==> config.mk <==
export PLATFORM = sky130hd
export DESIGN_NAME = ack_gap_enforcer
export DESIGN_NICKNAME = d
export VERILOG_FILES = /design/src/design/roce_net_pkg.sv /design/src/design/ack_gap_enforcer.sv
export VERILOG_INCLUDE_DIRS = /design/src /design/src/design
export SDC_FILE = /design/constraint.sdc
export NUM_CORES = 1
export LEC_CHECK = 0
export ABC_AREA = 1
export BUFFER_PORTS_ARGS = -buffer_cell sky130_fd_sc_hd__buf_2
export CORE_AREA = 2 2 449 451
export DETAILED_ROUTE_END_ITERATION = 7
export DIE_AREA = 0 0 451 453
export GPL_ROUTABILITY_DRIVEN = 0
export SYNTH_ARGS = -nofsm -noshare
export SYNTH_HDL_FRONTEND = slang
export SYNTH_SLANG_ARGS = --single-unit
==> constraint.sdc <==
create_clock -name nclk -period 1.5 [get_ports nclk]
set_input_delay 0.225 -clock nclk [delete_from_list [all_inputs] [get_ports nclk]]
set_output_delay 0.225 -clock nclk [all_outputs]
set_load 0.01 [all_outputs]
==> src/design/roce_cfg.svh <==
// RoCE shell configuration: field widths, RX buffering and ACK spacing
`ifndef ROCE_CFG_SVH
`define ROCE_CFG_SVH

// Network beat width, keep is one bit per byte
`define ROCE_NET_BITS 512

// User metadata field widths
`define ROCE_PID_BITS 6
`define ROCE_DEST_BITS 4
`define ROCE_STRM_BITS 2
`define ROCE_OFFS_BITS 6
`define ROCE_VADDR_BITS 48
`define ROCE_LEN_BITS 28
`define ROCE_OPCODE_BITS 5
`define ROCE_TIME_BITS 32

// Queue pair slot inside the stack words
`define ROCE_QPN_BITS 24

// RX ingress buffering
`define ROCE_RX_FIFO_DEPTH 16

// Min cycles between two ACK starts toward the stack
`define ROCE_ACK_GAP 85

// BTH opcode, byte 42 of the first beat
`define ROCE_BTH_OPCODE_LSB 336

`endif

==> src/design/roce_net_pkg.sv <==
// Network side types for the RoCE RX ingress path
`include "roce_cfg.svh"

package roce_net_pkg;

  // One keep bit per data byte
  localparam int NET_KEEP_BITS = `ROCE_NET_BITS / 8;

  ////////////////////
  // RX beat
  ////////////////////

  // Data, byte enables and end of packet travel together
  typedef struct packed {
    logic [`ROCE_NET_BITS-1:0] data;
    logic [NET_KEEP_BITS-1:0]  keep;
    logic                      last;
  } net_beat_t;

  ////////////////////
  // BTH opcodes
  ////////////////////

  typedef logic [7:0] bth_opcode_t;

  // RC transport, acknowledge
  localparam bth_opcode_t BTH_RC_ACK = 8'h11;

endpackage

==> src/design/ack_gap_enforcer.sv <==
// ACK gap enforcer: holds each RC ACK start until the spacing timer expires
`timescale 1ns/1ps
`include "roce_cfg.svh"

module ack_gap_enforcer (
  input  logic                    nclk,
  input  logic                    reset,
  input  roce_net_pkg::net_beat_t s_beat,
  input  logic                    s_valid,
  output logic                    s_ready,
  output roce_net_pkg::net_beat_t m_beat,
  output logic                    m_valid,
  input  logic                    m_ready
);

  import roce_net_pkg::*;

  localparam int GAP_BITS = $clog2(`ROCE_ACK_GAP + 1);

  logic                first_beat;
  bth_opcode_t         bth_opcode;
  logic                ack_start;
  logic                hold;
  logic [GAP_BITS-1:0] gap_cnt;

  // Opcode only means something on a packet's first beat
  assign bth_opcode = s_beat.data[`ROCE_BTH_OPCODE_LSB +: $bits(bth_opcode_t)];
  assign ack_start = first_beat && (bth_opcode == BTH_RC_ACK);

  // Stall only an ACK start while the gap runs
  assign hold = ack_start && (gap_cnt != '0);

  ////////////////////
  // Datapath
  ////////////////////

  // Beats pass straight through, packet order kept
  assign m_beat = s_beat;
  assign m_valid = s_valid && !hold;
  assign s_ready = m_ready && !hold;

  ////////////////////
  // Packet tracking
  ////////////////////

  always_ff @(posedge nclk) begin
    if (reset) begin
      first_beat <= 1'b1;
    end else if (m_valid && m_ready) begin
      // Next beat opens a packet after a last
      first_beat <= s_beat.last;
    end
  end

  // Gap timer, expired out of reset
  always_ff @(posedge nclk) begin
    if (reset) begin
      gap_cnt <= '0;
    end else if (m_valid && m_ready && ack_start) begin
      gap_cnt <= GAP_BITS'(`ROCE_ACK_GAP);
    end else if (gap_cnt != '0) begin
      gap_cnt <= gap_cnt - 1'b1;
    end
  end

endmodule

==> results.md, run 1 <==
- Max Freq: 0.5715 GHz
- Global-route wire length before repair: 165500 microns
- Synth Cell Area: 4837 sq um
- Worst setup path startpoint: gap_cnt[1]$_SDFFE_PP0P_
- Num CTS Buffers: 3
- Vias per cell: 0.8015
- R2r setup slk: 0.15 ns
- Clock root cell: clkbuf_16
- IO Pins: 1160
- Vias in the first global route: 1890
- Critical R2R Launch: first_beat$_SDFFE_PP1P_
- Crit path required time: 1.27 ns
- Final worst slack: -0.2499 ns
- Diode count: 0
- Core area: 199200 sq um
- Maxcap violations: 0
- Top FF cell, synth: dfxtp_1
- Mapped Nets: 1231
- Synth-to-Final Area Change: -9.984%
- Max-slew violations: 0
- Via Count: 2229
- DR iter-0 viols: 157
- PortBufs: 23
- GRT Total Usage: 0.1500
- Syn Inst Count: 649
- Drt wl/cell: 57.60 microns
- Final #Nets: 709
- Post-Layout Cell Count: 2781
- Die Ht: 453 microns
- Startpoint types: register
- Hold_buf cts: 0
- Worst-Margin Slew: 0.4828 ns
- Initial core utilization: 0.02428
- Critical path class: reg2out
- Final setup viols: 2
- Placed cells: 2774
- CTS tree: yes
- Clock H-tree levels: 1
- Avg Cell Area, Syn: 7.453 sq um
- Final Hold Fails: 0
- Synth area leaders: buf_4 90%, dfxtp_1 3.3%, nor2_1 1.2%
- Finished Cell Area: 4354 sq um
- Fin Clk Skew: 0.004067 ns
- Worst min-delay path startpoint: reset
- Outcome: finished, violations left
- VDD IR max: 0.8367 mV
- Clk sinks: 8
- List of most frequent post-synthesis cells: 577 x buf_4, 15 x nor2_1, 11 x inv_1, 9 x nand3_1
- Aggregate global routing overflow: 0
- Leak: 0.5270 nW
- Placed cell areas: 4159 sq um
- #FFs+latches synth: 8
- Dpl ws: -0.2899 ns
- Clock buffer depth: 2
- CP Max Fanout: 2
- Failing checks: setup timing
- First-pass iteration count of the detailed router: 4
- Fin util: 0.02185
- Share of the synthesized area in the top cell type: 0.8955
- Post-synthesis sequential area ratio: 0.03311
- Routed wire length: 160200 microns
- Syn. warnings: 0
- Pin count of the biggest net entering global routing: 7
- Final ANT Viol Nets: 0
- Die Area: 204300 sq um
- Layout cell share with drive strength beyond 1: 0.6160
- EDFF count, synth: 0
- Worst-Skew Late Latency: 0.24 ns
- Leading area contributor after synthesis: buf_4
- Initial antenna violation count: 5
- Worst r2r path cells: 10
- Slew HR: 0.6803
- Crit path time final: 1.750 ns
- Power Total: 0.001943 W
- Final Cycle Share: 1.167
- Worst hold path cell count: 2
- Hold WC Path Type: in2reg
- Post-DP HPWL: 156700 microns
- Clk slew on worst S/H paths: 0.04 ns
- Critical Path Sink Type: output port
- RSZ-0062 raised after global routing: yes
- Row cnt: 164
- Arr. time, crit path: 1.52 ns
- Ys async rst share: 0
- # DRC: 0
- Synth cell types: 22
- Top-count cell post-synth: buf_4
- PwrDens: 446.3 nW/um^2
- Die width: 451 microns
[per-stage QoR]
stage / hold WS [ns] / TNS (ns)
detailed placement: 0.4501 / -0.4353
finish: 0.3788 / -0.4501
CTS: 0.4064 / -0.8155
global placement: 0.4501 / -0.4669
global route: 0.4280 / -0.5836
floorplan: 0.2941 / 0
[final cells by class]
type,instances,area (sq um)
fillers,23790,194900
well taps,2656,3323
repair buffers,50,375.4
multi-input cells,51,366.6
flip-flops and latches,8,162.7
clock buffers,3,75.07
inverters,13,51.30
[critical path, cell delays in order, from the launching register on]
cell     delay, ns
dfxtp_2       0.31
inv_2         0.06
ha_4          0.13
inv_2         0.04
nor2_4        0.08
nand3_4       0.08
inv_4         0.07
nor2_4        0.04
buf_12        0.13
nor2_4        0.10
buf_12        0.16
[per-layer routing]
metal | part of all wire | up-vias | GRT usage
met5 | 0.0067 | - | 0.03941
met4 | 0.0068 | 14 | 0.009093
met3 | 0.41 | 62 | 0.2943
met2 | 0.49 | 1147 | 0.2626
met1 | 0.081 | 669 | 0.03399
li1 | - | 337 | -
[placed cells by master (no fill, tap or decap)]
cell type / count
clkbuf_16: 3
dfxtp_1: 6
dfxtp_2: 2
inv_2: 5
inv_4: 1
nor3_4: 1
nand3_4: 1
inv_1: 7
o21ai_0: 1
a21oi_1: 4
ha_4: 1
buf_2: 20
nor2_2: 2
nor3_2: 1
nor2_4: 5
xnor2_1: 2
nand3_2: 3
nand4_1: 1
xor2_1: 2
buf_4: 26
buf_12: 4
nor2_1: 10
nand2_1: 8
nand4_4: 1
nand3_1: 6
nand2_2: 1
a21o_1: 1
[sequential cells by signal, indices dropped and copies added, names as in the netlist]
register,count
gap_cnt,7
first_beat,1
[cell families (layout without fill, tap and decap cells)]
family	after synthesis	count (layout)	synth area share
AOI/OAI and AO/OA	6	6	0.006725
xor gates and xnor gates	4	4	0.007244
adders and majority gates	1	1	0.002586
buffers and inverters	590	66	0.9058
DFF	8	8	0.03311
and+or+nand+nor	40	40	0.04449
[path summary, 6_finish.rpt]
kind | endpoint
worst max-delay path | m_valid
worst min-delay path | gap_cnt[0]$_SDFFE_PP0P_
worst max register to register | first_beat$_SDFFE_PP1P_
worst min register to register | first_beat$_SDFFE_PP1P_
[power breakdown]
part           internal, W  switching (W)
clock             0.000344       0.000106
sequential        0.000294      0.0000426
combinational     0.000517       0.000640
total              0.00116       0.000788
[what timing repair did]
item | 4_1_cts | 5_1_grt
pin swaps | 3 | 6
gates resized for setup | 8 | 19
endpoints found under the setup margin | 2 | 3
setup buffers | 7 | 2
Power figures use the tool's default switching activity.
==> run 2: changes to the inputs <==
- clock period: 1.5 -> 2 ns (I/O delays scaled with it)
==> run 2 against run 1 <==
The flow now finishes without violations. Setup slack better by 0.34 ns. Via count down 3.5%. Sequential cell count unchanged. Critical path depth unchanged. Highest routed layer unchanged. Design area down 5.8%. Clock skew down 0.0022 ns. Power down 34%. Cell count down 0.68%. Utilization down 0.13 points. Die area unchanged. Global-route usage about the same. Largest power group unchanged. First-iteration DRC count up 1.3%.
==> results.md, run 2 (synthesis results as in run 1) <==
- Leak: 0.4080 nW (-23%)
- Slew HR: 0.6010 (-0.07929)
- Number of flip-flops in the largest register: 7 (unchanged)
- Aggregate global routing overflow: 0 (unchanged)
- Crit path required time: 1.70 ns (+0.43 ns)
- Max-slew violations: 0 (unchanged)
- Largest Register: gap_cnt
- Power Total: 0.001282 W (-34%)
- PwrDens: 312.4 nW/um^2 (-30%)
- Hold_buf cts: 0 (unchanged)
- Worst-Skew Late Latency: 0.23 ns (about the same)
- Pin count of the biggest net entering global routing: 7 (unchanged)
- Post-CTS Setup Bufs: 0 (-7)
- Critical Path Sink Type: output port
- Worst-Margin Slew: 0.6026 ns (+0.1198 ns)
- Top Registers: gap_cnt: 7 flops, first_beat: 1 flops
- Drt wl/cell: 57.93 microns (+0.58%)
- CP Max Fanout: 3 (+1)
- Maxcap violations: 0 (unchanged)
- Core area: 199200 sq um (unchanged)
- Via Count: 2152 (-3.5%)
- Post-DP HPWL: 156600 microns (about the same)
- Synth-to-Final Area Change: -15.18%
- VDD IR max: 0.4614 mV (-45%)
- Fillers: 23810 (+0.088%)
- First-pass iteration count of the detailed router: 4 (unchanged)
- Initial antenna violation count: 4 (-1)
- Initial core utilization: 0.02428 (unchanged)
- GRT Total Usage: 0.1500 (about the same)
- Final Cycle Share: 0.9562
- Final Hold Fails: 0 (unchanged)
- Vias per cell: 0.7791 (-2.8%)
- Num CTS Buffers: 3 (unchanged)
- Row cnt: 164 (unchanged)
- Global-route wire length before repair: 165200 microns (-0.20%)
- CTS tree: yes
- Clock buffer depth: 2 (unchanged)
- Hold WC Path Type: reg2reg
- Die Area: 204300 sq um (unchanged)
- Setup TNS: 0 ns (+0.4501 ns)
- Clk sinks: 8 (unchanged)
- Layout cell share with drive strength beyond 1: 0.4095 (-0.2065)
- Placed cells: 2758 (-0.58%)
- Arr. time, crit path: 1.61 ns (+0.09 ns)
- Post-Layout Cell Count: 2762 (-0.68%)
- Clock H-tree levels: 1 (unchanged)
- Startpoint types: register
- Critical path class: reg2out
- Most common cell after layout, fill and taps aside: buf_2
- Crit path time final: 1.912 ns
- Leading cell types in the layout, fill and taps excluded: 22 x buf_2, 13 x nor2_1, 11 x inv_1
- Clock root cell: clkbuf_16
- Fin Clk Skew: 0.001886 ns (-0.002181 ns)
- Vias in the first global route: 1807 (-4.4%)
- Footprint of the multi-input gates: 305.3 sq um (-17%)
- DR iter-0 viols: 159 (+1.3%)
- IO Pins: 1160 (unchanged)
- Clk slew on worst S/H paths: 0.04 ns (about the same)
- Min Hold Slack: 0.4652 ns (+0.08638 ns)
- Outcome: completed
- Max Freq: 0.5229 GHz
- # DRC: 0 (unchanged)
- Register area: 160.2 sq um (-1.5%)
- R2r setup slk: 0.63 ns (+0.48 ns)
- PortBufs: 23 (unchanged)
- Die width: 451 microns (unchanged)
- Final #Nets: 689 (-2.8%)
- Final setup viols: 0 (-2)
- Routed wire length: 160000 microns (-0.11%)
- Final ANT Viol Nets: 0 (unchanged)
- Die Ht: 453 microns (unchanged)
- Fin util: 0.02059 (-0.001262)
-- run 2: what timing repair did --
action / in CTS / in global routing
gates resized for setup: 2 / 3
endpoints found under the hold margin: 0 / 0
setup endpoints to repair: 1 / 1
-- run 2: area by class of cell --
cell class,instances,area share
sequential,8,0.03904
timing repair buffer,30,0.04544
inverter,13,0.01220
clock buffer,3,0.01830
tap,2656,0.8100
antenna,1,0.0006099
multi-input combinational,51,0.07441
-- run 2: metrics by stage --
| stage | area (sq um) | setup WS, ns |
|---|---|---|
| 6_report | 4103 | 0.08762 |
| 5_1_grt | 4103 | -0.001189 |
| 4_1_cts | 4089 | 0.02683 |
| 3_5_place_dp | 4009 | 0.1246 |
| 3_3_place_gp | 4009 | 0.07110 |
| 2_1_floorplan | 4837 | 0.5154 |
-- run 2: final timing paths --
path | start | endpoint | depth (start not counted)
min reg2reg | first_beat$_SDFFE_PP1P_ | first_beat$_SDFFE_PP1P_ | 2
min | first_beat$_SDFFE_PP1P_ | first_beat$_SDFFE_PP1P_ | 2
max | gap_cnt[1]$_SDFFE_PP0P_ | m_valid | 10
max reg2reg | gap_cnt[1]$_SDFFE_PP0P_ | gap_cnt[1]$_SDFFE_PP0P_ | 10
-- run 2: report_power, final --
group	switching [W]	internal, W
sequential	0.0000415	0.000219
clock	0.0000778	0.000258
combinational	0.000412	0.000274
total	0.000531	0.000751
-- run 2: worst max-delay path: stages, from the launching register on --
cell and delay (ns):
dfxtp_1 0.31, inv_1 0.05, ha_1 0.17, inv_2 0.05
nor2_4 0.09, nand3_4 0.07, clkinv_2 0.08, nor2_4 0.04
buf_12 0.14, nor2_2 0.10, buf_6 0.22
-- run 2: layer usage --
layer	wire length [microns]	track usage
met2	78490	0.2606
met4	1594	0.01296
met1	13040	0.03448
met3	65760	0.2936
met5	1117	0.03895
