==> config.mk <==
export PLATFORM = sky130hd
export DESIGN_NAME = stack_cmd_bridge
export DESIGN_NICKNAME = d
export VERILOG_FILES = /design/src/design/roce_meta_pkg.sv /design/src/design/meta_skid_buffer.sv /design/src/design/stack_cmd_bridge.sv
export VERILOG_INCLUDE_DIRS = /design/src /design/src/design
export SDC_FILE = /design/constraint.sdc
export NUM_CORES = 1
export LEC_CHECK = 0
export BUFFER_PORTS_ARGS = -buffer_cell sky130_fd_sc_hd__buf_2
export CAP_MARGIN = 10
export CORE_AREA = 2 2 441 443
export CTS_CLUSTER_DIAMETER = 200
export DETAILED_ROUTE_END_ITERATION = 12
export DIE_AREA = 0 0 443 445
export SETUP_SLACK_MARGIN = 0.2
export SLEW_MARGIN = 10
export SYNTH_ARGS = -nofsm -noshare
export SYNTH_HDL_FRONTEND = slang
export SYNTH_HIERARCHICAL = 1
export SYNTH_SLANG_ARGS = --single-unit
==> constraint.sdc <==
create_clock -name nclk -period 46.1 [get_ports nclk]
set_clock_uncertainty 0.1 [all_clocks]
set_input_delay 2.305 -clock nclk [delete_from_list [all_inputs] [get_ports nclk]]
set_output_delay 2.305 -clock nclk [all_outputs]
set_load 0.05 [all_outputs]
==> src/design/roce_cfg.svh <==
// RoCE shell configuration: field widths, RX buffering and ACK spacing
`ifndef ROCE_CFG_SVH
`define ROCE_CFG_SVH

// Network beat width, keep is one bit per byte
`define ROCE_NET_BITS 512

// User metadata field widths
`define ROCE_PID_BITS 6
`define ROCE_DEST_BITS 4
`define ROCE_STRM_BITS 2
`define ROCE_OFFS_BITS 6
`define ROCE_VADDR_BITS 48
`define ROCE_LEN_BITS 28
`define ROCE_OPCODE_BITS 5
`define ROCE_TIME_BITS 32

// Queue pair slot inside the stack words
`define ROCE_QPN_BITS 24

// RX ingress buffering
`define ROCE_RX_FIFO_DEPTH 16

// Min cycles between two ACK starts toward the stack
`define ROCE_ACK_GAP 85

// BTH opcode, byte 42 of the first beat
`define ROCE_BTH_OPCODE_LSB 336

`endif

==> src/design/roce_meta_pkg.sv <==
// Metadata types on user and stack sides, with the pack and unpack functions
`include "roce_cfg.svh"

package roce_meta_pkg;

  // Layout of the stack words
  // Opcode at bit 0, queue pair number at bit 32
  localparam int QPN_LSB = 32;
  localparam int FIELD_LSB = QPN_LSB + `ROCE_QPN_BITS;
  // Address slot in the send queue word, wider than a user vaddr
  localparam int STACK_ADDR_BITS = 64;
  // Immediate holds 4 offset bits over the second length
  localparam int IMM_BITS = 4 + `ROCE_LEN_BITS;

  localparam int SQ_BITS = FIELD_LSB + 2 + `ROCE_OFFS_BITS + 2 * STACK_ADDR_BITS
                         + `ROCE_LEN_BITS + IMM_BITS;
  localparam int ACK_BITS = FIELD_LSB + 1 + `ROCE_DEST_BITS + `ROCE_STRM_BITS + 1
                          + `ROCE_TIME_BITS;
  localparam int CMD_BITS = FIELD_LSB + 1 + `ROCE_VADDR_BITS + `ROCE_DEST_BITS
                          + `ROCE_STRM_BITS + `ROCE_LEN_BITS + 2 + `ROCE_OFFS_BITS;

  // Raw memory mode, no parsing downstream
  localparam logic MODE_RAW = 1'b1;

  ////////////////////
  // User side
  ////////////////////

  typedef struct packed {
    logic [`ROCE_OPCODE_BITS-1:0] opcode;
    logic [`ROCE_PID_BITS-1:0]    pid;
    logic [`ROCE_DEST_BITS-1:0]   vfid;
    logic                         host;
    logic                         last;
    logic [`ROCE_OFFS_BITS-1:0]   offs;
    logic [`ROCE_VADDR_BITS-1:0]  vaddr;
    logic [`ROCE_DEST_BITS-1:0]   dest;
    logic [`ROCE_STRM_BITS-1:0]   strm;
    logic [`ROCE_LEN_BITS-1:0]    len;
  } dreq_half_t;

  // Local side in req_1, remote side in req_2
  typedef struct packed {
    dreq_half_t req_1;
    dreq_half_t req_2;
  } dreq_t;

  typedef struct packed {
    logic [`ROCE_OPCODE_BITS-1:0] opcode;
    logic                         remote;
    logic [`ROCE_PID_BITS-1:0]    pid;
    logic [`ROCE_DEST_BITS-1:0]   vfid;
    logic                         host;
    logic [`ROCE_DEST_BITS-1:0]   dest;
    logic [`ROCE_STRM_BITS-1:0]   strm;
    logic                         last;
    logic [`ROCE_TIME_BITS-1:0]   rtt_time;
  } dack_t;

  typedef struct packed {
    logic [`ROCE_OPCODE_BITS-1:0] opcode;
    logic                         mode;
    logic                         rdma;
    logic                         remote;
    logic [`ROCE_PID_BITS-1:0]    pid;
    logic [`ROCE_DEST_BITS-1:0]   vfid;
    logic                         last;
    logic [`ROCE_VADDR_BITS-1:0]  vaddr;
    logic [`ROCE_DEST_BITS-1:0]   dest;
    logic [`ROCE_STRM_BITS-1:0]   strm;
    logic [`ROCE_LEN_BITS-1:0]    len;
    logic                         actv;
    logic                         host;
    logic [`ROCE_OFFS_BITS-1:0]   offs;
  } mem_req_t;

  ////////////////////
  // Stack side
  ////////////////////

  typedef logic [SQ_BITS-1:0] sq_word_t;
  typedef logic [ACK_BITS-1:0] ack_word_t;
  typedef logic [CMD_BITS-1:0] cmd_word_t;

  // User request into the flat send queue word
  function automatic sq_word_t sq_pack(dreq_t req);
    sq_word_t w;
    int unsigned p;
    w = '0;
    w[0 +: `ROCE_OPCODE_BITS] = req.req_1.opcode;
    // Queue pair is pid with vfid above, zero-extended
    w[QPN_LSB +: `ROCE_QPN_BITS] = {req.req_1.vfid, req.req_1.pid};
    p = FIELD_LSB;
    w[p] = req.req_1.host;
    w[p + 1] = req.req_1.last;
    p = p + 2;
    w[p +: `ROCE_OFFS_BITS] = req.req_1.offs;
    p = p + `ROCE_OFFS_BITS;
    w[p +: STACK_ADDR_BITS] = req.req_1.vaddr;
    p = p + STACK_ADDR_BITS;
    // Remote address carries local dest and remote stream on top
    w[p +: STACK_ADDR_BITS] = {req.req_2.strm, req.req_1.dest, req.req_2.vaddr};
    p = p + STACK_ADDR_BITS;
    w[p +: `ROCE_LEN_BITS] = req.req_1.len;
    p = p + `ROCE_LEN_BITS;
    w[p +: IMM_BITS] = {req.req_2.offs[3:0], req.req_2.len};
    return w;
  endfunction

  // Flat ACK word into the user acknowledgement, always remote
  function automatic dack_t ack_unpack(ack_word_t w);
    dack_t a;
    int unsigned p;
    a.opcode = w[0 +: `ROCE_OPCODE_BITS];
    a.remote = 1'b1;
    a.pid = w[QPN_LSB +: `ROCE_PID_BITS];
    a.vfid = w[QPN_LSB + `ROCE_PID_BITS +: `ROCE_DEST_BITS];
    p = FIELD_LSB;
    a.host = w[p];
    p = p + 1;
    a.dest = w[p +: `ROCE_DEST_BITS];
    p = p + `ROCE_DEST_BITS;
    a.strm = w[p +: `ROCE_STRM_BITS];
    p = p + `ROCE_STRM_BITS;
    a.last = w[p];
    a.rtt_time = w[p + 1 +: `ROCE_TIME_BITS];
    return a;
  endfunction

  // Flat memory command into a raw local request
  function automatic mem_req_t cmd_unpack(cmd_word_t w);
    mem_req_t r;
    int unsigned p;
    r.opcode = w[0 +: `ROCE_OPCODE_BITS];
    r.mode = MODE_RAW;
    r.rdma = 1'b1;
    r.remote = 1'b0;
    r.pid = w[QPN_LSB +: `ROCE_PID_BITS];
    r.vfid = w[QPN_LSB + `ROCE_PID_BITS +: `ROCE_DEST_BITS];
    p = FIELD_LSB;
    r.last = w[p];
    p = p + 1;
    r.vaddr = w[p +: `ROCE_VADDR_BITS];
    p = p + `ROCE_VADDR_BITS;
    r.dest = w[p +: `ROCE_DEST_BITS];
    p = p + `ROCE_DEST_BITS;
    r.strm = w[p +: `ROCE_STRM_BITS];
    p = p + `ROCE_STRM_BITS;
    r.len = w[p +: `ROCE_LEN_BITS];
    p = p + `ROCE_LEN_BITS;
    r.actv = w[p];
    r.host = w[p + 1];
    r.offs = w[p + 2 +: `ROCE_OFFS_BITS];
    return r;
  endfunction

endpackage

==> src/design/meta_skid_buffer.sv <==
// Two-entry skid buffer for one metadata channel, input ready from a flop
`timescale 1ns/1ps

module meta_skid_buffer #(
  parameter int WIDTH = 32
) (
  input  logic             nclk,
  input  logic             reset,
  input  logic [WIDTH-1:0] s_data,
  input  logic             s_valid,
  output logic             s_ready,
  output logic [WIDTH-1:0] m_data,
  output logic             m_valid,
  input  logic             m_ready
);

  logic [WIDTH-1:0] skid_data;
  logic             skid_valid;

  // Ready drops one cycle after the skid slot fills
  assign s_ready = !skid_valid;

  // Control
  always_ff @(posedge nclk) begin
    if (reset) begin
      m_valid <= 1'b0;
      skid_valid <= 1'b0;
    end else if (s_ready) begin
      if (!m_valid || m_ready) begin
        m_valid <= s_valid;
      end else begin
        // Main stalled, park the incoming word
        skid_valid <= s_valid;
      end
    end else if (m_ready) begin
      skid_valid <= 1'b0;
    end
  end

  // Payload, same enables as above
  always_ff @(posedge nclk) begin
    if (s_ready) begin
      if (!m_valid || m_ready) begin
        m_data <= s_data;
      end else begin
        skid_data <= s_data;
      end
    end else if (m_ready) begin
      m_data <= skid_data;
    end
  end

endmodule

==> src/design/stack_cmd_bridge.sv <==
// Metadata bridge: converts and buffers the four user and stack channels
`timescale 1ns/1ps

module stack_cmd_bridge (
  input  logic                     nclk,
  input  logic                     reset,
  // Send queue
  input  roce_meta_pkg::dreq_t     s_sq,
  input  logic                     s_sq_valid,
  output logic                     s_sq_ready,
  output roce_meta_pkg::sq_word_t  m_sq_stack,
  output logic                     m_sq_stack_valid,
  input  logic                     m_sq_stack_ready,
  // ACK
  input  roce_meta_pkg::ack_word_t s_ack_stack,
  input  logic                     s_ack_stack_valid,
  output logic                     s_ack_stack_ready,
  output roce_meta_pkg::dack_t     m_ack,
  output logic                     m_ack_valid,
  input  logic                     m_ack_ready,
  // Memory commands
  input  roce_meta_pkg::cmd_word_t s_rd_cmd_stack,
  input  logic                     s_rd_cmd_stack_valid,
  output logic                     s_rd_cmd_stack_ready,
  input  roce_meta_pkg::cmd_word_t s_wr_cmd_stack,
  input  logic                     s_wr_cmd_stack_valid,
  output logic                     s_wr_cmd_stack_ready,
  output roce_meta_pkg::mem_req_t  m_rd_req,
  output logic                     m_rd_req_valid,
  input  logic                     m_rd_req_ready,
  output roce_meta_pkg::mem_req_t  m_wr_req,
  output logic                     m_wr_req_valid,
  input  logic                     m_wr_req_ready
);

  import roce_meta_pkg::*;

  sq_word_t sq_packed;
  dack_t    ack_decoded;
  mem_req_t rd_decoded;
  mem_req_t wr_decoded;

  // Conversion ahead of the buffers, pure wiring
  assign sq_packed = sq_pack(s_sq);
  assign ack_decoded = ack_unpack(s_ack_stack);
  assign rd_decoded = cmd_unpack(s_rd_cmd_stack);
  assign wr_decoded = cmd_unpack(s_wr_cmd_stack);

  ////////////////////
  // User to stack
  ////////////////////

  meta_skid_buffer #(.WIDTH($bits(sq_word_t))) inst_sq_buf (
    .nclk(nclk), .reset(reset),
    .s_data(sq_packed), .s_valid(s_sq_valid), .s_ready(s_sq_ready),
    .m_data(m_sq_stack), .m_valid(m_sq_stack_valid), .m_ready(m_sq_stack_ready)
  );

  ////////////////////
  // Stack to user
  ////////////////////

  meta_skid_buffer #(.WIDTH($bits(dack_t))) inst_ack_buf (
    .nclk(nclk), .reset(reset),
    .s_data(ack_decoded), .s_valid(s_ack_stack_valid), .s_ready(s_ack_stack_ready),
    .m_data(m_ack), .m_valid(m_ack_valid), .m_ready(m_ack_ready)
  );

  // Read and write commands run independently
  meta_skid_buffer #(.WIDTH($bits(mem_req_t))) inst_rd_buf (
    .nclk(nclk), .reset(reset),
    .s_data(rd_decoded), .s_valid(s_rd_cmd_stack_valid), .s_ready(s_rd_cmd_stack_ready),
    .m_data(m_rd_req), .m_valid(m_rd_req_valid), .m_ready(m_rd_req_ready)
  );

  meta_skid_buffer #(.WIDTH($bits(mem_req_t))) inst_wr_buf (
    .nclk(nclk), .reset(reset),
    .s_data(wr_decoded), .s_valid(s_wr_cmd_stack_valid), .s_ready(s_wr_cmd_stack_ready),
    .m_data(m_wr_req), .m_valid(m_wr_req_valid), .m_ready(m_wr_req_ready)
  );

endmodule

==> flow_results.xml, run 1 <==
<?xml version="1.0" encoding="UTF-8"?>
<metrics>
  <group name="sta">
    <metric name="fin_setup_tns" unit="ns">0</metric>
    <metric name="setup-violations-final" unit="">0</metric>
    <metric name="max_freq" unit="GHz">0.194</metric>
    <metric name="fin_worst_hold_slack" unit="ns">0.395</metric>
    <metric name="fin_ws" unit="ns">40.94</metric>
    <metric name="final-max-slew-violation-count" unit="">0</metric>
    <metric name="slew_headroom" unit="">0.293</metric>
    <metric name="fin_crit" unit="ns">5.16</metric>
    <metric name="grt_setup_unrepaired" unit="">no</metric>
    <metric name="layout_worst_path_cycle_share" unit="">0.112</metric>
    <metric name="hold_violations" unit="">0</metric>
    <metric name="worst-slew-pin-transition" unit="ns">1.06</metric>
  </group>
  <group name="synthesis">
    <metric name="synth_top_family_by_area" unit="">multiplexers</metric>
    <metric name="synth-seq-cells" unit="">1060</metric>
    <metric name="synth_adder_area_share" unit="">0</metric>
    <metric name="synth-simple-area-share" unit="">0.00251</metric>
    <metric name="post_synthesis_mean_instance_area" unit="um2">23.6</metric>
    <metric name="post_synth_instance_area" unit="mm2">0.0398</metric>
    <metric name="synth-seq-area-share" unit="">0.797</metric>
    <metric name="cell_count_after_synthesis" unit="">1686</metric>
    <metric name="yosys_warnings" unit="">6</metric>
    <metric name="synthesized_area_fraction_occupied_by_xor_and_xnor_cells" unit="">0</metric>
    <metric name="synthDistinctLibCells" unit="">17</metric>
    <metric name="compound_gate_fraction_of_synth_area" unit="">0.00214</metric>
    <metric name="synth.mux.area_fraction" unit="">0.181</metric>
  </group>
  <group name="placement">
    <metric name="numPlacedInstances" unit="">5318</metric>
    <metric name="placement.io_buffers" unit="">995</metric>
    <metric name="pre_cts_ws" unit="ns">40.13</metric>
    <metric name="hpwlAfterDp" unit="um">93000</metric>
    <metric name="gpl.final_weighted_congestion" unit="">0.908</metric>
    <metric name="dpl-instance-area" unit="mm2">0.0482</metric>
  </group>
  <group name="critical_path">
    <metric name="cp_common_cell" unit="">sky130_fd_sc_hd__buf_4</metric>
    <metric name="cp_max_fo" unit="">68</metric>
    <metric name="timing.critical_path.max_delay_family" unit="">buffers and inverters</metric>
    <metric name="worstSetupStartpointType" unit="">primary input</metric>
    <metric name="highest_delay_cell_along_the_critical_path" unit="">sky130_fd_sc_hd__buf_4</metric>
    <metric name="critical_path.cell_chain" unit="">buf_2 -&gt; o21bai_4 -&gt; buf_4 -&gt; buf_4 -&gt; buf_4</metric>
    <metric name="timing.reg2reg.setup_slack" unit="ns">41.63</metric>
    <metric name="crit_required" unit="ns">46.35</metric>
    <metric name="cp.buffers_inverters" unit="">4</metric>
    <metric name="worstPathArrival" unit="ns">5.41</metric>
    <metric name="max_stage_delay" unit="ns">0.84</metric>
    <metric name="crit_path_end_kind" unit="">flop</metric>
    <metric name="critical_setup_path_kind" unit="">primary input to flop</metric>
  </group>
  <group name="global_routing">
    <metric name="grt_antenna_before_repair" unit="">89</metric>
    <metric name="first_global_vias" unit="">20900</metric>
    <metric name="grt_use_total" unit="">0.120</metric>
    <metric name="globalRouteOverflowTotal" unit="">0</metric>
    <metric name="global_route_wire_length_before_repair" unit="um">166000</metric>
    <metric name="grt_start_max_net_pins" unit="">146</metric>
  </group>
  <group name="drt">
    <metric name="vias" unit="">20700</metric>
    <metric name="dr.first_iter.drc_count" unit="">1504</metric>
    <metric name="ant_nets" unit="">0</metric>
    <metric name="drt-pass1-iter-count" unit="">5</metric>
    <metric name="routed_wire_length_per_instance" unit="um">22.5</metric>
    <metric name="via_density" unit="">3.72</metric>
    <metric name="route.detailed.drc" unit="">0</metric>
    <metric name="detail_route.wirelength" unit="um">125000</metric>
  </group>
  <group name="cts">
    <metric name="cts_hold_repair.buffers" unit="">0</metric>
    <metric name="clk-insertion-delay-late" unit="ns">0.79</metric>
    <metric name="cts.sink_count" unit="">1060</metric>
    <metric name="cts.clk_slew.worst_paths" unit="ns">0.06</metric>
    <metric name="cts-htree-levels" unit="">3</metric>
    <metric name="cts_repair_resize_count" unit="">0</metric>
    <metric name="cts_setup_buffers" unit="">0</metric>
    <metric name="cts.path.max_buffers" unit="">3</metric>
    <metric name="tritoncts_clock_tree" unit="">yes</metric>
    <metric name="cts_root_buf" unit="">sky130_fd_sc_hd__clkbuf_16</metric>
    <metric name="tritoncts.num_buffers" unit="">116</metric>
  </group>
  <group name="layout">
    <metric name="final_common_cell" unit="">sky130_fd_sc_hd__edfxtp_1</metric>
    <metric name="finish.net_count" unit="">3520</metric>
    <metric name="final_layout_size_suffix_gt1_frac" unit="">0.573</metric>
    <metric name="syn2layout_area_growth" unit="%">30.6</metric>
    <metric name="final_area" unit="mm2">0.0520</metric>
    <metric name="fin_util" unit="">0.271</metric>
    <metric name="final_cells" unit="">5553</metric>
    <metric name="layout_common_cells" unit="">sky130_fd_sc_hd__edfxtp_1, sky130_fd_sc_hd__buf_2, sky130_fd_sc_hd__mux2_4, sky130_fd_sc_hd__mux2_2, sky130_fd_sc_hd__conb_1</metric>
    <metric name="num-fill-cells" unit="">19400</metric>
  </group>
  <group name="run_status">
    <metric name="status" unit="">finished, final reports clean</metric>
  </group>
  <group name="floorplanning">
    <metric name="die-height" unit="um">445</metric>
    <metric name="die_w" unit="um">443</metric>
    <metric name="io_pins" unit="">1144</metric>
    <metric name="die_area" unit="mm2">0.197</metric>
    <metric name="initial_core_util" unit="">0.208</metric>
    <metric name="design.core.area" unit="mm2">0.192</metric>
    <metric name="number_of_standard_cell_rows_in_the_floorplan" unit="">161</metric>
  </group>
  <group name="pwr">
    <metric name="leakagePower" unit="nW">19.8</metric>
    <metric name="p_per_area" unit="mW/mm2">46.3</metric>
    <metric name="worst_ir_drop_vdd" unit="mV">0.0315</metric>
    <metric name="total_power" unit="mW">2.41</metric>
  </group>
  <group name="run">
    <metric name="timing.max_cap.violations" unit="">0</metric>
  </group>
  <group name="hold_path">
    <metric name="hold_path.class" unit="">flop to flop</metric>
  </group>
</metrics>
-- final timing paths --
check,from,to,cells after the start
worst max-delay path,m_sq_stack_ready,inst_sq_buf/m_data[6],5
worst min-delay path,inst_sq_buf/skid_data[28],inst_sq_buf/m_data[28],1
worst max register to register,inst_sq_buf/skid_valid,inst_sq_buf/m_data[6],4
worst min register to register,inst_sq_buf/skid_data[28],inst_sq_buf/m_data[28],1
-- cell families (layout without fill, tap and decap cells) --
kind of cell,count (synthesis),after routing
flops,1060,1060
other cells,2,162
compound gates,12,12
buf+inv,70,1251
mux,526,526
simple gates,16,16
-- synthesized netlist by cell type, drive strengths merged --
master / n / share of area
a21oi: 4 / 0.00050
buf: 62 / 0.016
conb: 2 / 0.00019
dfxtp: 8 / 0.0040
edfxtp: 1052 / 0.79
inv: 8 / 0.00075
mux2: 526 / 0.18
nand2b: 4 / 0.00063
nor2b: 4 / 0.00063
nor3: 4 / 0.00050
nor3b: 4 / 0.00075
o21bai: 4 / 0.00075
o32ai: 4 / 0.00088
-- area by class of cell --
| class | instances | area, um2 | share of cell area |
|---|---|---|---|
| clock inverter | 82 | 842 | 0.0162 |
| clock buffer | 139 | 2990 | 0.0574 |
| sequential | 1060 | 31800 | 0.610 |
| inverter | 8 | 30.0 | 0.000577 |
| tap | 2526 | 3160 | 0.0607 |
| antenna | 14 | 35.0 | 0.000673 |
| timing repair buffer | 1022 | 5190 | 0.0998 |
| multi-input combinational | 702 | 8020 | 0.154 |
-- worst reg2reg max path: cells and delay by family, from the launching register on --
family / cells / cell delay, ns
AOI/OAI and AO/OA: 1 / 0.89
buffers and inverters: 3 / 2.46
DFF: 1 / 0.52
-- state kept, by name, indices dropped and copies added, names as in the netlist --
register,flops
inst_sq_buf/m_data,252
inst_rd_buf/skid_valid,1
inst_sq_buf/skid_valid,1
inst_ack_buf/m_valid,1
inst_rd_buf/m_valid,1
inst_rd_buf/m_data,109
inst_wr_buf/skid_data,109
inst_rd_buf/skid_data,109
inst_sq_buf/skid_data,252
inst_wr_buf/m_data,109
inst_ack_buf/skid_valid,1
inst_wr_buf/m_valid,1
inst_ack_buf/m_data,56
inst_ack_buf/skid_data,56
inst_wr_buf/skid_valid,1
inst_sq_buf/m_valid,1
-- layer usage --
| layer | part of all wire | GRT usage | vias to the layer above |
|---|---|---|---|
| met5 | 0.0052 | 0 | - |
| met4 | 0.061 | 0.0756 | 104 |
| met3 | 0.11 | 0.0571 | 337 |
| met2 | 0.47 | 0.193 | 851 |
| met1 | 0.35 | 0.127 | 10300 |
| li1 | - | - | 9101 |
-- where the power goes --
part	total, mW	internal [mW]	switching, mW	leakage [nW]
Sequential	1.15	1.13	0.0199	10.3
Clock	0.935	0.528	0.407	1.83
Combinational	0.318	0.0805	0.238	7.64
(Power assumes the default switching activity.)
==> run 2: changes to the inputs <==
==> constraint.sdc (replaced) <==
create_clock -name nclk -period 4.7 [get_ports nclk]
set_clock_uncertainty 0.1 [all_clocks]
set_input_delay 0.235 -clock nclk [delete_from_list [all_inputs] [get_ports nclk]]
set_output_delay 0.235 -clock nclk [all_outputs]
set_load 0.05 [all_outputs]
==> run 2 against run 1 <==
Effect of this change:
- worst setup slack worse by 39 ns
- clock power grew to 10 times the previous value
- non-clock buffer count is 468 higher
- via count is 9.6% higher
- flip-flop and latch count stayed put
- combinational power grew to 11 times the previous value
- first-iteration DRC count is 4.2% higher
- power grew to 10 times the previous value
- largest power group unchanged
==> flow_results.xml, run 2 (synthesis results as in run 1) <==
<?xml version="1.0" encoding="UTF-8"?>
<metrics>
  <group name="sta">
    <metric name="max_freq" unit="GHz">0.347</metric>
    <metric name="fin_crit" unit="ns">2.88</metric>
    <metric name="grt_setup_unrepaired" unit="">no</metric>
    <metric name="hold_violations" unit="">0</metric>
    <metric name="slew_headroom" unit="">0.253</metric>
    <metric name="worst-slew-pin-transition" unit="ns">1.12</metric>
    <metric name="fin_ws" unit="ns">1.82</metric>
    <metric name="setup-violations-final" unit="">0</metric>
    <metric name="layout_worst_path_cycle_share" unit="">0.613</metric>
    <metric name="fin_worst_hold_slack" unit="ns">0.0925</metric>
    <metric name="final-max-slew-violation-count" unit="">0</metric>
  </group>
  <group name="critical_path">
    <metric name="worstPathArrival" unit="ns">2.55</metric>
    <metric name="worstSetupStartpointType" unit="">flop</metric>
    <metric name="crit_required" unit="ns">4.37</metric>
    <metric name="cp_max_fo" unit="">70</metric>
    <metric name="critical_setup_path_kind" unit="">flop to primary output</metric>
    <metric name="crit_path_end_kind" unit="">primary output</metric>
  </group>
  <group name="pwr">
    <metric name="p_per_area" unit="mW/mm2">427</metric>
    <metric name="leakagePower" unit="nW">21.9</metric>
    <metric name="worst_ir_drop_vdd" unit="mV">0.432</metric>
  </group>
  <group name="floorplanning">
    <metric name="number_of_standard_cell_rows_in_the_floorplan" unit="">161</metric>
    <metric name="initial_core_util" unit="">0.208</metric>
    <metric name="die_w" unit="um">443</metric>
    <metric name="die-height" unit="um">445</metric>
    <metric name="io_pins" unit="">1144</metric>
    <metric name="design.core.area" unit="mm2">0.192</metric>
    <metric name="die_area" unit="mm2">0.197</metric>
  </group>
  <group name="run_status">
    <metric name="status" unit="">finished, final reports clean</metric>
  </group>
  <group name="drt">
    <metric name="dr_wl_met2" unit="um">65600</metric>
    <metric name="drt-pass1-iter-count" unit="">5</metric>
    <metric name="met3_length" unit="um">8800</metric>
    <metric name="detail_route.wirelength" unit="um">134000</metric>
    <metric name="vias" unit="">22700</metric>
    <metric name="via_density" unit="">3.76</metric>
    <metric name="ant_nets" unit="">0</metric>
    <metric name="routed_wire_length_per_instance" unit="um">22.2</metric>
    <metric name="met1Wirelength" unit="um">54100</metric>
    <metric name="route.detailed.drc" unit="">0</metric>
    <metric name="dr.first_iter.drc_count" unit="">1567</metric>
    <metric name="highest-signal-layer" unit="">met5</metric>
  </group>
  <group name="cts">
    <metric name="tritoncts_clock_tree" unit="">yes</metric>
    <metric name="tritoncts.num_buffers" unit="">117</metric>
    <metric name="cts_root_buf" unit="">sky130_fd_sc_hd__clkbuf_16</metric>
    <metric name="clk-insertion-delay-late" unit="ns">0.75</metric>
    <metric name="cts.clk_slew.worst_paths" unit="ns">0.06</metric>
    <metric name="cts.sink_count" unit="">1060</metric>
    <metric name="cts-htree-levels" unit="">3</metric>
    <metric name="cts.path.max_buffers" unit="">3</metric>
  </group>
  <group name="global_routing">
    <metric name="first_global_vias" unit="">23100</metric>
    <metric name="grt_antenna_before_repair" unit="">55</metric>
    <metric name="grt_start_max_net_pins" unit="">121</metric>
    <metric name="grt_use_total" unit="">0.129</metric>
    <metric name="global_route_wire_length_before_repair" unit="um">181000</metric>
    <metric name="globalRouteOverflowTotal" unit="">0</metric>
  </group>
  <group name="placement">
    <metric name="hpwlAfterDp" unit="um">96500</metric>
    <metric name="placement.io_buffers" unit="">995</metric>
    <metric name="gpl.final_weighted_congestion" unit="">0.896</metric>
    <metric name="pre_cts_ws" unit="ns">2.01</metric>
    <metric name="dpl-instance-area" unit="mm2">0.0484</metric>
  </group>
  <group name="layout">
    <metric name="finish.net_count" unit="">3989</metric>
    <metric name="final_layout_size_suffix_gt1_frac" unit="">0.500</metric>
    <metric name="layout_common_cells" unit="">sky130_fd_sc_hd__edfxtp_1, sky130_fd_sc_hd__buf_2, sky130_fd_sc_hd__dlygate4sd3_1, sky130_fd_sc_hd__mux2_4, sky130_fd_sc_hd__mux2_2</metric>
    <metric name="largest_registers" unit="">inst_sq_buf/m_data: 252 flops, inst_sq_buf/skid_data: 252 flops</metric>
    <metric name="final_common_cell" unit="">sky130_fd_sc_hd__edfxtp_1</metric>
    <metric name="syn2layout_area_growth" unit="%">43.3</metric>
    <metric name="fin_util" unit="">0.297</metric>
    <metric name="final_area" unit="mm2">0.0571</metric>
  </group>
  <group name="hold_path">
    <metric name="hold_path.class" unit="">primary input to flop</metric>
  </group>
  <group name="run">
    <metric name="timing.max_cap.violations" unit="">0</metric>
  </group>
</metrics>
-- run 2: changes by cell type in the layout (fill, tap and decap cells not counted), moves of 3 or more --
cell                            change
sky130_fd_sc_hd__buf_12            +14
sky130_fd_sc_hd__buf_4             -14
sky130_fd_sc_hd__bufinv_16          +4
sky130_fd_sc_hd__clkbuf_1           -5
sky130_fd_sc_hd__clkinv_1           -6
sky130_fd_sc_hd__clkinv_2           +5
sky130_fd_sc_hd__clkinv_4           +5
sky130_fd_sc_hd__diode_2           +11
sky130_fd_sc_hd__dlygate4sd3_1    +468
sky130_fd_sc_hd__inv_6              -3
sky130_fd_sc_hd__nor3b_2            -4
sky130_fd_sc_hd__nor3b_4            +4
-- run 2: area by class of cell --
class	instances	area, um2
fill	19000	135000
sequential	1060	31800
timing repair buffer	1490	10100
multi-input combinational	702	8050
tap	2526	3160
clock buffer	136	3020
clock inverter	87	950
antenna	25	62.6
inverter	8	30.0
-- run 2: worst paths after layout --
path | endpoint | startpoint | cells past startpoint | slack, ns
setup / recovery | s_rd_cmd_stack_ready | inst_rd_buf/skid_valid | 3 | 1.82
hold / removal | inst_wr_buf/skid_data[52] | s_wr_cmd_stack[67] | 2 | 0.09
setup reg to reg | inst_sq_buf/m_data[3] | inst_sq_buf/skid_valid | 2 | 2.16
hold reg to reg | inst_ack_buf/m_data[37] | inst_ack_buf/skid_data[37] | 1 | 0.40
-- run 2: metrics by stage --
stage	std cells	power, mW	TNS [ns]
floorplan	1832	13.7	-793.90
detailed placement	5318	14.7	0
finish	6034	24.4	0
global placement	5318	14.7	0
global route	6022	25.2	0
CTS	6009	24.8	0
-- run 2: what timing repair did --
| action | 4_1_cts | 5_1_grt |
|---|---|---|
| setup buffers | 0 | 0 |
| endpoints found under the setup margin | 0 | 0 |
| hold buffers | 468 | 0 |
| resized for setup | 0 | 0 |
| hold endpoints to repair | 941 | 0 |
-- run 2: worst max-delay path, stage by stage (launching register included) --
cell,delay (ns)
sky130_fd_sc_hd__dfxtp_4,0.93
sky130_fd_sc_hd__buf_12,0.41
sky130_fd_sc_hd__inv_1,0.07
sky130_fd_sc_hd__buf_2,0.22
-- run 2: metal layers --
layer | vias up | GRT usage
met4 | 18 | 0.0510
met5 | - | 0
met3 | 243 | 0.0339
li1 | 10000 | -
met1 | 11500 | 0.158
met2 | 817 | 0.217
-- run 2: power by group --
group | internal, mW | leakage [nW] | switching [mW]
registers | 11.1 | 10.3 | 0.224
clock network | 5.46 | 1.91 | 4.07
logic | 1.07 | 9.67 | 2.45
total | 17.7 | 21.9 | 6.74
==> run 3: changes to the inputs <==
==> constraint.sdc (replaced) <==
create_clock -name nclk -period 2.81 [get_ports nclk]
set_clock_uncertainty 0.1 [all_clocks]
set_input_delay 0.1405 -clock nclk [delete_from_list [all_inputs] [get_ports nclk]]
set_output_delay 0.1405 -clock nclk [all_outputs]
set_load 0.05 [all_outputs]
==> run 3 against run 2 <==
Effect of this change:
- cell count increased by 5.7%
- power increased by 64%
- clock power increased by 55%
- register-to-register slack got worse by 1.4 ns
- count of clock-buffer cells in the layout increased by 1
- first-iteration DRC count increased by 0.13%
- combinational power increased by 78%
- global-route usage about the same
- die area unchanged
- via count increased by 6.4%
- worst setup slack got worse by 1.5 ns
- wire length decreased by 0.80%
- largest cell class unchanged
==> flow_results.xml, run 3 (synthesis results as in run 1) <==
<?xml version="1.0" encoding="UTF-8"?>
<metrics>
  <group name="layout">
    <metric name="finish.net_count" unit="">4347</metric>
    <metric name="layout_common_cells" unit="">sky130_fd_sc_hd__edfxtp_1, sky130_fd_sc_hd__buf_2, sky130_fd_sc_hd__dlygate4sd3_1, sky130_fd_sc_hd__mux2_4, sky130_fd_sc_hd__mux2_2</metric>
    <metric name="final_layout_size_suffix_gt1_frac" unit="">0.454</metric>
    <metric name="final_common_cell" unit="">sky130_fd_sc_hd__edfxtp_1</metric>
    <metric name="final_cells" unit="">6375</metric>
    <metric name="fin_util" unit="">0.315</metric>
    <metric name="largest_registers" unit="">inst_sq_buf/m_data: 252 flops, inst_sq_buf/skid_data: 252 flops</metric>
    <metric name="syn2layout_area_growth" unit="%">51.5</metric>
  </group>
  <group name="cts">
    <metric name="cts_hold_repair.buffers" unit="">809</metric>
    <metric name="cts_setup_buffers" unit="">0</metric>
    <metric name="cts.path.max_buffers" unit="">3</metric>
    <metric name="cts.clk_slew.worst_paths" unit="ns">0.06</metric>
    <metric name="tritoncts_clock_tree" unit="">yes</metric>
    <metric name="cts-htree-levels" unit="">3</metric>
    <metric name="cts_root_buf" unit="">sky130_fd_sc_hd__clkbuf_16</metric>
    <metric name="cts_repair_resize_count" unit="">0</metric>
    <metric name="tritoncts.num_buffers" unit="">115</metric>
    <metric name="clk-insertion-delay-late" unit="ns">0.78</metric>
    <metric name="cts.sink_count" unit="">1060</metric>
  </group>
  <group name="floorplanning">
    <metric name="die_area" unit="mm2">0.197</metric>
    <metric name="io_pins" unit="">1144</metric>
    <metric name="initial_core_util" unit="">0.208</metric>
    <metric name="design.core.area" unit="mm2">0.192</metric>
    <metric name="die-height" unit="um">445</metric>
    <metric name="number_of_standard_cell_rows_in_the_floorplan" unit="">161</metric>
    <metric name="die_w" unit="um">443</metric>
  </group>
  <group name="sta">
    <metric name="hold_violations" unit="">0</metric>
    <metric name="fin_worst_hold_slack" unit="ns">0.0527</metric>
    <metric name="grt_setup_unrepaired" unit="">no</metric>
    <metric name="slew_headroom" unit="">0.414</metric>
    <metric name="worst-slew-pin-transition" unit="ns">0.879</metric>
    <metric name="max_freq" unit="GHz">0.401</metric>
    <metric name="final-max-slew-violation-count" unit="">0</metric>
    <metric name="setup-violations-final" unit="">0</metric>
    <metric name="layout_worst_path_cycle_share" unit="">0.888</metric>
    <metric name="fin_crit" unit="ns">2.49</metric>
    <metric name="fin_ws" unit="ns">0.316</metric>
  </group>
  <group name="drt">
    <metric name="route.detailed.drc" unit="">0</metric>
    <metric name="dr.first_iter.drc_count" unit="">1569</metric>
    <metric name="routed_wire_length_per_instance" unit="um">20.8</metric>
    <metric name="met1Wirelength" unit="um">51000</metric>
    <metric name="ant_nets" unit="">0</metric>
    <metric name="detail_route.wirelength" unit="um">133000</metric>
    <metric name="met3_length" unit="um">9280</metric>
    <metric name="via_density" unit="">3.78</metric>
    <metric name="vias" unit="">24100</metric>
    <metric name="dr_wl_met2" unit="um">66300</metric>
    <metric name="drt-pass1-iter-count" unit="">5</metric>
    <metric name="highest-signal-layer" unit="">met5</metric>
  </group>
  <group name="hold_path">
    <metric name="hold_path.class" unit="">primary input to flop</metric>
  </group>
  <group name="run_status">
    <metric name="status" unit="">finished, final reports clean</metric>
  </group>
  <group name="placement">
    <metric name="hpwlAfterDp" unit="um">93400</metric>
    <metric name="placement.io_buffers" unit="">995</metric>
    <metric name="numPlacedInstances" unit="">5337</metric>
    <metric name="gpl.final_weighted_congestion" unit="">0.850</metric>
    <metric name="pre_cts_ws" unit="ns">0.729</metric>
  </group>
  <group name="critical_path">
    <metric name="crit_path_end_kind" unit="">primary output</metric>
    <metric name="crit_required" unit="ns">2.57</metric>
    <metric name="worstSetupStartpointType" unit="">flop</metric>
    <metric name="highest_delay_cell_along_the_critical_path" unit="">sky130_fd_sc_hd__dfxtp_4</metric>
    <metric name="max_stage_delay" unit="ns">0.78</metric>
    <metric name="critical_setup_path_kind" unit="">flop to primary output</metric>
    <metric name="cp_max_fo" unit="">47</metric>
    <metric name="critical_path.cell_chain" unit="">buf_12 -&gt; inv_1 -&gt; buf_2</metric>
    <metric name="worstPathArrival" unit="ns">2.25</metric>
  </group>
  <group name="global_routing">
    <metric name="grt_use_total" unit="">0.129</metric>
    <metric name="globalRouteOverflowTotal" unit="">0</metric>
    <metric name="grt_start_max_net_pins" unit="">88</metric>
    <metric name="first_global_vias" unit="">25300</metric>
    <metric name="grt_antenna_before_repair" unit="">66</metric>
    <metric name="global_route_wire_length_before_repair" unit="um">185000</metric>
  </group>
  <group name="pwr">
    <metric name="p_per_area" unit="mW/mm2">663</metric>
    <metric name="worst_ir_drop_vdd" unit="mV">0.514</metric>
    <metric name="leakagePower" unit="nW">23.3</metric>
    <metric name="total_power" unit="mW">40.0</metric>
  </group>
  <group name="run">
    <metric name="timing.max_cap.violations" unit="">0</metric>
  </group>
</metrics>
## run 3: cell count changes in the layout (fill, tap and decap cells not counted), moves of 6 or more
| cell | before | now |
|---|---|---|
| sky130_fd_sc_hd__buf_4 | 12 | 25 |
| sky130_fd_sc_hd__buf_12 | 15 | 21 |
| sky130_fd_sc_hd__clkinvlp_4 | 10 | 2 |
| sky130_fd_sc_hd__dlygate4sd3_1 | 468 | 809 |
| sky130_fd_sc_hd__bufinv_16 | 15 | 8 |
| sky130_fd_sc_hd__clkinv_2 | 21 | 14 |
## run 3: worst paths after layout
path                                   from                    endpoint  slack (ns)  depth (start not counted)
hold reg to reg   inst_sq_buf/skid_data[11]      inst_sq_buf/m_data[11]        0.42                          1
setup reg to reg     inst_sq_buf/skid_valid     inst_sq_buf/m_data[244]        0.79                          2
setup / recovery     inst_wr_buf/skid_valid        s_wr_cmd_stack_ready        0.32                          3
hold / removal                    s_sq[129]  inst_sq_buf/skid_data[216]        0.05                          2
## run 3: power breakdown
| part | total, mW | internal [mW] | leakage, nW | switching (mW) |
|---|---|---|---|---|
| Clock | 14.8 | 8.26 | 1.76 | 6.56 |
| Combinational | 6.24 | 2.11 | 11.2 | 4.13 |
| Sequential | 18.9 | 18.6 | 10.3 | 0.341 |
## run 3: routing by layer
layer	vias up	track usage
met1	12100	0.147
met5	-	0
met4	46	0.0609
li1	10700	-
met3	270	0.0388
met2	905	0.221
## run 3: worst max-delay path: cells and delay by family, from the launching register on
kind                   cells  cell delay, ns
DFF                        1            0.78
buffers and inverters      3            0.64
## run 3: layout make-up
class	count	area [um2]
clock inverter	66	667
timing repair buffer	1850	13700
tap	2526	3160
sequential	1060	31800
multi-input combinational	702	8040
clock buffer	137	2960
inverter	8	30.0
fill	18600	132000
antenna	26	65.1
## run 3: through the flow
stage | area, um2 | TNS, ns
finish | 60400 | 0
CTS | 60300 | 0
global route | 60400 | 0
detailed placement | 48600 | 0
floorplan | 40500 | -2221.45
global placement | 48600 | 0
